<file path="src/rtl/uart_dbg_pkg.sv">
////////////////////////////////////////////////////////////
// UART debug server shared definitions
// Protocol byte codes, header field sizes, data types and
// the command engine state encoding
////////////////////////////////////////////////////////////

package uart_dbg_pkg;

  typedef logic [7:0]  dbg_byte_t;
  typedef logic [31:0] dbg_addr_t;
  typedef logic [15:0] dbg_len_t;

  // Opcodes sent by the host
  typedef enum logic [7:0] {
    CMD_ACK   = 8'h06,
    CMD_READ  = 8'h11,
    CMD_WRITE = 8'h12
  } dbg_cmd_e;

  // Reply bytes
  localparam dbg_byte_t RSP_ACK = 8'h06;
  localparam dbg_byte_t RSP_EOT = 8'h04;

  // Header field sizes in bytes, LSB first on the line
  localparam int unsigned ADDR_BYTES = 4;
  localparam int unsigned LEN_BYTES  = 2;

  typedef enum logic [3:0] {
    ST_IDLE,
    ST_ADDR,
    ST_LEN,
    ST_SEND_ACK,
    ST_RD_BUS,
    ST_RD_SEND,
    ST_WR_DATA,
    ST_WR_BUS,
    ST_SEND_EOT
  } dbg_state_e;

endpackage

</file>
<file path="src/rtl/uart_rx.sv">
////////////////////////////////////////////////////////////
// UART byte receiver
// 8N1 framing, samples each bit at its middle and pulses
// rx_valid_o for one cycle per good frame
////////////////////////////////////////////////////////////

`timescale 1ns/1ns

module uart_rx import uart_dbg_pkg::*; #(
  parameter int unsigned ClksPerBit = 16
) (
  input  logic      clk,
  input  logic      rst_n_i,
  input  logic      rx_i,
  output dbg_byte_t rx_data_o,
  output logic      rx_valid_o
);

  localparam int unsigned CntW = $clog2(ClksPerBit);

  logic            rx_meta_q, rx_sync_q, rx_prev_q;
  logic            active_q;
  logic [CntW-1:0] clk_cnt_q;
  logic [3:0]      bit_cnt_q;
  logic            valid_q;
  dbg_byte_t       shift_q;
  logic            start_edge;
  logic            sample;

  assign start_edge = rx_prev_q & ~rx_sync_q;
  assign sample     = active_q && (clk_cnt_q == '0);

  always_ff @(posedge clk) begin
    if (!rst_n_i) begin
      rx_meta_q <= 1'b1;
      rx_sync_q <= 1'b1;
      rx_prev_q <= 1'b1;
      active_q  <= 1'b0;
      clk_cnt_q <= '0;
      bit_cnt_q <= '0;
      valid_q   <= 1'b0;
    end else begin
      rx_meta_q <= rx_i;
      rx_sync_q <= rx_meta_q;
      rx_prev_q <= rx_sync_q;
      valid_q   <= 1'b0;
      if (!active_q) begin
        if (start_edge) begin
          // First sample lands in the middle of the start bit
          active_q  <= 1'b1;
          clk_cnt_q <= CntW'(ClksPerBit / 2 - 1);
          bit_cnt_q <= '0;
        end
      end else if (clk_cnt_q != '0) begin
        clk_cnt_q <= clk_cnt_q - 1'b1;
      end else begin
        clk_cnt_q <= CntW'(ClksPerBit - 1);
        bit_cnt_q <= bit_cnt_q + 1'b1;
        if (bit_cnt_q == 4'd0 && rx_sync_q) begin
          // Glitch, not a real start bit
          active_q <= 1'b0;
        end else if (bit_cnt_q == 4'd9) begin
          active_q <= 1'b0;
          valid_q  <= rx_sync_q;
        end
      end
    end
  end

  // Data bits arrive LSB first
  always_ff @(posedge clk) begin
    if (sample && bit_cnt_q >= 4'd1 && bit_cnt_q <= 4'd8) begin
      shift_q <= {rx_sync_q, shift_q[7:1]};
    end
  end

  assign rx_data_o  = shift_q;
  assign rx_valid_o = valid_q;

endmodule

</file>
<file path="src/rtl/uart_tx.sv">
////////////////////////////////////////////////////////////
// UART byte transmitter
// Sends one 8N1 frame per start request, line idles high
////////////////////////////////////////////////////////////

`timescale 1ns/1ns

module uart_tx import uart_dbg_pkg::*; #(
  parameter int unsigned ClksPerBit = 16
) (
  input  logic      clk,
  input  logic      rst_n_i,
  input  dbg_byte_t tx_data_i,
  input  logic      tx_start_i,
  output logic      tx_busy_o,
  output logic      tx_o
);

  localparam int unsigned CntW = $clog2(ClksPerBit);

  logic [9:0]      shift_q;
  logic            busy_q;
  logic [CntW-1:0] clk_cnt_q;
  logic [3:0]      bit_cnt_q;

  always_ff @(posedge clk) begin
    if (!rst_n_i) begin
      shift_q   <= '1;
      busy_q    <= 1'b0;
      clk_cnt_q <= '0;
      bit_cnt_q <= '0;
    end else if (!busy_q) begin
      if (tx_start_i) begin
        // Stop, data LSB first, start bit at the bottom
        shift_q   <= {1'b1, tx_data_i, 1'b0};
        busy_q    <= 1'b1;
        clk_cnt_q <= CntW'(ClksPerBit - 1);
        bit_cnt_q <= '0;
      end
    end else if (clk_cnt_q != '0) begin
      clk_cnt_q <= clk_cnt_q - 1'b1;
    end else if (bit_cnt_q == 4'd9) begin
      // Stop bit done, line is already high
      busy_q <= 1'b0;
    end else begin
      shift_q   <= {1'b1, shift_q[9:1]};
      clk_cnt_q <= CntW'(ClksPerBit - 1);
      bit_cnt_q <= bit_cnt_q + 1'b1;
    end
  end

  assign tx_o      = shift_q[0];
  assign tx_busy_o = busy_q;

endmodule

</file>
<file path="src/rtl/uart_dbg_ctrl.sv">
////////////////////////////////////////////////////////////
// Debug command engine
// Parses ACK, read and write commands from the UART, sends
// replies and moves bytes over Wishbone classic
////////////////////////////////////////////////////////////

`timescale 1ns/1ns

module uart_dbg_ctrl import uart_dbg_pkg::*; (
  input  logic      clk,
  input  logic      rst_n_i,
  input  dbg_byte_t rx_data_i,
  input  logic      rx_valid_i,
  output dbg_byte_t tx_data_o,
  output logic      tx_start_o,
  input  logic      tx_busy_i,
  output logic      wb_cyc_o,
  output logic      wb_stb_o,
  output logic      wb_we_o,
  output dbg_addr_t wb_adr_o,
  output dbg_byte_t wb_dat_o,
  input  dbg_byte_t wb_dat_i,
  input  logic      wb_ack_i
);

  dbg_state_e state_q, state_d;
  dbg_cmd_e   cmd_q, cmd_d;
  logic [1:0] cnt_q, cnt_d;
  logic       tx_start_q, tx_start_d;
  logic       cyc_q, cyc_d;
  logic       we_q, we_d;
  dbg_addr_t  addr_q, addr_d;
  dbg_len_t   len_q, len_d;
  dbg_byte_t  tx_data_q, tx_data_d;
  dbg_byte_t  wdat_q, wdat_d;
  logic       tx_ready;
  logic       last_byte;

  // Busy rises one cycle after the start pulse, so mask that gap
  assign tx_ready  = !tx_busy_i && !tx_start_q;
  assign last_byte = (len_q == dbg_len_t'(1));

  always_comb begin
    state_d    = state_q;
    cmd_d      = cmd_q;
    cnt_d      = cnt_q;
    tx_start_d = 1'b0;
    cyc_d      = cyc_q;
    we_d       = we_q;
    addr_d     = addr_q;
    len_d      = len_q;
    tx_data_d  = tx_data_q;
    wdat_d     = wdat_q;
    unique case (state_q)
      ST_IDLE: begin
        if (rx_valid_i) begin
          case (rx_data_i)
            CMD_ACK: begin
              cmd_d   = CMD_ACK;
              state_d = ST_SEND_ACK;
            end
            CMD_READ, CMD_WRITE: begin
              cmd_d   = dbg_cmd_e'(rx_data_i);
              cnt_d   = '0;
              state_d = ST_ADDR;
            end
            default: ;
          endcase
        end
      end
      ST_ADDR: begin
        if (rx_valid_i) begin
          addr_d = {rx_data_i, addr_q[31:8]};
          cnt_d  = cnt_q + 1'b1;
          if (cnt_q == 2'(ADDR_BYTES - 1)) begin
            cnt_d   = '0;
            state_d = ST_LEN;
          end
        end
      end
      ST_LEN: begin
        if (rx_valid_i) begin
          len_d = {rx_data_i, len_q[15:8]};
          cnt_d = cnt_q + 1'b1;
          if (cnt_q == 2'(LEN_BYTES - 1)) begin
            state_d = ST_SEND_ACK;
          end
        end
      end
      ST_SEND_ACK: begin
        if (tx_ready) begin
          tx_data_d  = RSP_ACK;
          tx_start_d = 1'b1;
          if (cmd_q == CMD_ACK) begin
            state_d = ST_IDLE;
          end else if (len_q == '0) begin
            state_d = ST_SEND_EOT;
          end else if (cmd_q == CMD_READ) begin
            state_d = ST_RD_BUS;
          end else begin
            state_d = ST_WR_DATA;
          end
        end
      end
      ST_RD_BUS: begin
        // Fetch only once the previous byte has left
        if (!cyc_q) begin
          if (tx_ready) begin
            cyc_d = 1'b1;
            we_d  = 1'b0;
          end
        end else if (wb_ack_i) begin
          cyc_d     = 1'b0;
          tx_data_d = wb_dat_i;
          state_d   = ST_RD_SEND;
        end
      end
      ST_RD_SEND: begin
        if (tx_ready) begin
          tx_start_d = 1'b1;
          addr_d     = addr_q + dbg_addr_t'(1);
          len_d      = len_q - dbg_len_t'(1);
          state_d    = last_byte ? ST_SEND_EOT : ST_RD_BUS;
        end
      end
      ST_WR_DATA: begin
        if (rx_valid_i) begin
          wdat_d  = rx_data_i;
          cyc_d   = 1'b1;
          we_d    = 1'b1;
          state_d = ST_WR_BUS;
        end
      end
      ST_WR_BUS: begin
        if (wb_ack_i) begin
          cyc_d   = 1'b0;
          we_d    = 1'b0;
          addr_d  = addr_q + dbg_addr_t'(1);
          len_d   = len_q - dbg_len_t'(1);
          state_d = last_byte ? ST_SEND_EOT : ST_WR_DATA;
        end
      end
      ST_SEND_EOT: begin
        if (tx_ready) begin
          tx_data_d  = RSP_EOT;
          tx_start_d = 1'b1;
          state_d    = ST_IDLE;
        end
      end
      default: state_d = ST_IDLE;
    endcase
  end

  always_ff @(posedge clk) begin
    if (!rst_n_i) begin
      state_q    <= ST_IDLE;
      cmd_q      <= CMD_ACK;
      cnt_q      <= '0;
      tx_start_q <= 1'b0;
      cyc_q      <= 1'b0;
      we_q       <= 1'b0;
    end else begin
      state_q    <= state_d;
      cmd_q      <= cmd_d;
      cnt_q      <= cnt_d;
      tx_start_q <= tx_start_d;
      cyc_q      <= cyc_d;
      we_q       <= we_d;
    end
  end

  // Header fields and data bytes
  always_ff @(posedge clk) begin
    addr_q    <= addr_d;
    len_q     <= len_d;
    tx_data_q <= tx_data_d;
    wdat_q    <= wdat_d;
  end

  assign tx_data_o  = tx_data_q;
  assign tx_start_o = tx_start_q;
  assign wb_cyc_o   = cyc_q;
  assign wb_stb_o   = cyc_q;
  assign wb_we_o    = we_q;
  assign wb_adr_o   = addr_q;
  assign wb_dat_o   = wdat_q;

endmodule

</file>
<file path="src/rtl/dbg_mem.sv">
////////////////////////////////////////////////////////////
// Byte-wide Wishbone classic slave memory
// One access per strobe, ack in the following cycle
////////////////////////////////////////////////////////////

`timescale 1ns/1ns

module dbg_mem import uart_dbg_pkg::*; #(
  parameter int unsigned MemAddrW = 8
) (
  input  logic      clk,
  input  logic      rst_n_i,
  input  logic      wb_cyc_i,
  input  logic      wb_stb_i,
  input  logic      wb_we_i,
  input  dbg_addr_t wb_adr_i,
  input  dbg_byte_t wb_dat_i,
  output dbg_byte_t wb_dat_o,
  output logic      wb_ack_o
);

  dbg_byte_t           mem_q [2**MemAddrW];
  dbg_byte_t           rdata_q;
  logic                ack_q;
  logic                req;
  logic [MemAddrW-1:0] idx;

  // Held strobe after ack is not a new request
  assign req = wb_cyc_i && wb_stb_i && !ack_q;
  // Upper address bits ignored, memory wraps
  assign idx = wb_adr_i[MemAddrW-1:0];

  always_ff @(posedge clk) begin
    if (!rst_n_i) begin
      ack_q <= 1'b0;
    end else begin
      ack_q <= req;
    end
  end

  always_ff @(posedge clk) begin
    if (req) begin
      if (wb_we_i) begin
        mem_q[idx] <= wb_dat_i;
      end
      rdata_q <= mem_q[idx];
    end
  end

  assign wb_dat_o = rdata_q;
  assign wb_ack_o = ack_q;

endmodule

</file>
<file path="src/rtl/uart_dbg_top.sv">
////////////////////////////////////////////////////////////
// UART debug server top level
// Receiver, transmitter, command engine and byte memory
////////////////////////////////////////////////////////////

`timescale 1ns/1ns

module uart_dbg_top import uart_dbg_pkg::*; #(
  parameter int unsigned ClksPerBit = 16,
  parameter int unsigned MemAddrW   = 8
) (
  input  logic clk,
  input  logic rst_n_i,
  input  logic uart_rx_i,
  output logic uart_tx_o
);

  dbg_byte_t rx_data;
  logic      rx_valid;
  dbg_byte_t tx_data;
  logic      tx_start;
  logic      tx_busy;

  // Wishbone between engine and memory
  logic      wb_cyc;
  logic      wb_stb;
  logic      wb_we;
  dbg_addr_t wb_adr;
  dbg_byte_t wb_dat_w;
  dbg_byte_t wb_dat_r;
  logic      wb_ack;

  uart_rx #(
    .ClksPerBit ( ClksPerBit )
  ) u_rx (
    .clk        ( clk       ),
    .rst_n_i    ( rst_n_i   ),
    .rx_i       ( uart_rx_i ),
    .rx_data_o  ( rx_data   ),
    .rx_valid_o ( rx_valid  )
  );

  uart_tx #(
    .ClksPerBit ( ClksPerBit )
  ) u_tx (
    .clk        ( clk       ),
    .rst_n_i    ( rst_n_i   ),
    .tx_data_i  ( tx_data   ),
    .tx_start_i ( tx_start  ),
    .tx_busy_o  ( tx_busy   ),
    .tx_o       ( uart_tx_o )
  );

  uart_dbg_ctrl u_ctrl (
    .clk        ( clk      ),
    .rst_n_i    ( rst_n_i  ),
    .rx_data_i  ( rx_data  ),
    .rx_valid_i ( rx_valid ),
    .tx_data_o  ( tx_data  ),
    .tx_start_o ( tx_start ),
    .tx_busy_i  ( tx_busy  ),
    .wb_cyc_o   ( wb_cyc   ),
    .wb_stb_o   ( wb_stb   ),
    .wb_we_o    ( wb_we    ),
    .wb_adr_o   ( wb_adr   ),
    .wb_dat_o   ( wb_dat_w ),
    .wb_dat_i   ( wb_dat_r ),
    .wb_ack_i   ( wb_ack   )
  );

  dbg_mem #(
    .MemAddrW ( MemAddrW )
  ) u_mem (
    .clk      ( clk      ),
    .rst_n_i  ( rst_n_i  ),
    .wb_cyc_i ( wb_cyc   ),
    .wb_stb_i ( wb_stb   ),
    .wb_we_i  ( wb_we    ),
    .wb_adr_i ( wb_adr   ),
    .wb_dat_i ( wb_dat_w ),
    .wb_dat_o ( wb_dat_r ),
    .wb_ack_o ( wb_ack   )
  );

endmodule

</file>
<file path="config.mk">
export PLATFORM = sky130hd
export DESIGN_NAME = uart_dbg_top
export DESIGN_NICKNAME = d
export VERILOG_FILES = /design/src/rtl/uart_dbg_pkg.sv /design/src/rtl/uart_rx.sv /design/src/rtl/uart_tx.sv /design/src/rtl/uart_dbg_ctrl.sv /design/src/rtl/dbg_mem.sv /design/src/rtl/uart_dbg_top.sv
export SDC_FILE = /design/constraint.sdc
export NUM_CORES = 2
export LEC_CHECK = 0
export ABC_AREA = 1
export CORE_UTILIZATION = 45
export CTS_CLUSTER_SIZE = 24
export DETAILED_ROUTE_END_ITERATION = 8
export DONT_BUFFER_PORTS = 1
export PLACE_DENSITY = 0.62
export SLEW_MARGIN = 20
export SYNTH_ARGS = -nofsm -noshare
export SYNTH_HDL_FRONTEND = slang
export SYNTH_SLANG_ARGS = --single-unit
</file>
<file path="constraint.sdc">
create_clock -name clk -period 4.2 [get_ports clk]
set_clock_uncertainty 0.15 [all_clocks]
set_input_delay 0.42 -clock clk [delete_from_list [all_inputs] [get_ports clk]]
set_output_delay 0.42 -clock clk [all_outputs]
set_load 0.03 [all_outputs]
</file>
==> flow_metrics.tcl <==
set metrics [dict create \
    status "completed" \
    final_common_cell "nand2_1" \
    start_util 0.455 \
    synthFlopType "edfxtp_1" \
    finalCritPeriodShare 0.965 \
    finalHoldWorstSlack_ps 262 \
    grt_max_degree 167 \
    critPathKind "reg -> reg" \
    drc 0 \
    utilization 0.507 \
    postRouteAntennaNets 0 \
    ys_async_sr_fraction 0 \
    core-area_sq_mm 0.206 \
    cap_viol_max_count 0 \
    post_cts_resized 0 \
    fin_cells 12052 \
    die_w_microns 458 \
    syn_area_per_cell_sq_um 10.2 \
    cp-end-kind "register" \
    setup_viol 0 \
    synthCells 9201 \
    numCtsBuffers 222 \
    cts.sinks 2177 \
    cts-hold-fix-buffers 3 \
    synth-seq-area-share 0.694 \
    ys_ff_latch 2177 \
    grt_pass1_wl_microns 373000 \
    die_y_microns 458 \
    area_delta_synth_final_pct 11.5 \
    synth_nets 9221 \
    postCtsSetupBuffers 0 \
    rsz0062_at_grt "false" \
    worst_slew_pin_slew_ps 1100 \
    wire_per_inst_microns 20.5 \
    slew_viol_final 0 \
    hp-class "reg -> reg" \
    grt_usage 0.234 \
    synth_warnings 0 \
    routed_wirelength_microns 247000 \
    hold_viol_final 0 \
    dpl.hpwl_microns 139000 \
    arrival_ps 4480 \
    ys_types 42 \
    required_ps 4630 \
    final_cell_area_sq_mm 0.104 \
    mostFrequentLayoutCells "nand2_1, edfxtp_1, nor2_1" \
    p_leak_nw 42.0 \
    clkLatencyLatePin_ps 880 \
    fp.dieArea_sq_mm 0.210 \
    synth_edf_count 2128 \
    cts_tree "yes" \
    dp_cells 11633 \
    dr.pass1.iters 6 \
    root_buffer "clkbuf_16" \
    htreeDepth 4 \
    gp_congestion 0.853 \
    boundaryPins 4 \
    placed_area_sq_mm 0.0971 \
    antenna_found_initial 5 \
    synth_area_sq_mm 0.0935 \
    start_kind "register" \
    vias 63254 \
    max_freq_mhz 247 \
    port_buffers 0 \
    grt_pass1_vias 60767 \
    via_per_inst 5.25 \
    fin_nets 9192 \
    drt-initial-drc-count 6968 \
    row_count 166 \
    slew-limit-headroom 0.264 \
    drive_gt1_frac 0.0599 \
    ir_drop_v 0.000434 \
    fin_tns_setup_ps 0 \
    grt-ovfl-total 0 \
    cts.clk_slew.worst_paths_ps 60 \
    cts_buffer_depth 3 \
    powerDensity_mw_per_mm2 413 \
    cp_max_fo 64 \
    timing.final.crit_period_ps 4050 \
]
layer usage:
layer	vias to the layer above	share of wire	GRT usage
li1	29856	-	-
met1	30576	0.43	0.328
met2	2464	0.46	0.374
met3	358	0.080	0.0358
met4	0	0.029	0.0776
met5	-	0	0
where the power goes:
group	internal, W	switching (W)
registers	0.0235	0.00000592
logic	0.0000142	0.0000256
clock network	0.0111	0.00841
total	0.0346	0.00845
per-stage QoR:
step	total power [W]	setup WS, ps
after floorplan	0.0240	4.27
after global placement	0.0240	317
after detailed placement	0.0240	350
after CTS	0.0433	303
after global routing	0.0441	70.5
final	0.0430	145
critical path: stages (launching register included):
cell,delay [ps]
edfxtp_1,930
inv_8,320
buf_4,440
nand3_1,260
nand2_1,80
nand2_1,60
nand2_1,80
o21ai_1,300
nand2_1,250
nor2_1,150
nor2_1,60
nor2_1,500
nand2_1,100
registers in the layout (all words and copies together) (netlist names), 4 cells and up:
name	flops
u_ctrl.wb_adr_o	32
u_rx.rx_data_o	8
u_ctrl.len_q	16
u_tx.clk_cnt_q	4
u_mem.wb_dat_o	8
u_rx.bit_cnt_q	4
u_ctrl.state_q	4
u_tx.shift_q	9
u_ctrl.cmd_q	8
u_rx.clk_cnt_q	4
u_tx.bit_cnt_q	4
u_ctrl.tx_data_o	8
u_mem.mem_q	2048
u_ctrl.wb_dat_o	8
synth_stat cells (2+ instances only):
cell      instances  area, sq um
o211ai_1          4         30.0
clkinv_1          2         7.51
nor4_1            4         25.0
dfxtp_1          49          981
a21oi_1          34          170
buf_6            24          270
edfxtp_1       2128        63900
nand3_1         392         1960
nor2_1          985         3700
nor2_2            3         18.8
o21ai_1         196          981
buf_2           159          796
xnor2_1           2         17.5
o22ai_1           3         18.8
o21ai_0         423         2120
or2_2             4         25.0
xor2_1           34          298
nand2_1        3533        13300
buf_4            24          180
buf_1            33          124
nor3_1           21          105
nand4_1          11         68.8
ha_1             17          213
clkbuf_1        219          822
a221oi_1          4         35.0
inv_1           877         3290
cell type report:
cell class                      instances  area, sq um
Fill cell                           18119       101000
Antenna cell                            3         7.51
Multi-Input combinational cell       5683        23300
Sequential cell                      2177        64900
Tap cell                             2688         3360
Clock buffer                          276         5820
Timing Repair Buffer                  207         2250
Clock inverter                        137         1320
Inverter                              881         3330
logic make-up after synthesis:
family,after synthesis,synth area share
xor gates and xnor gates,36,0.00337
adders and majority gates,17,0.00227
DFF,2177,0.694
buffers and inverters,1341,0.0589
AOI/OAI and AO/OA,672,0.0365
and+or+nand+nor,4958,0.205
final timing paths:
check / slack (ps) / from / cells after the start / end
hold reg to reg: 260 / u_rx.rx_meta_q$_SDFF_PN1_ / 1 / u_rx.rx_sync_q$_SDFF_PN1_
setup reg to reg: 150 / u_ctrl.wb_adr_o[1]$_DFFE_PP_ / 12 / u_mem.wb_dat_o[0]$_DFFE_PP_
setup / recovery: 150 / u_ctrl.wb_adr_o[1]$_DFFE_PP_ / 12 / u_mem.wb_dat_o[0]$_DFFE_PP_
hold / removal: 260 / u_rx.rx_meta_q$_SDFF_PN1_ / 1 / u_rx.rx_sync_q$_SDFF_PN1_
Power figures use the tool's default switching activity.
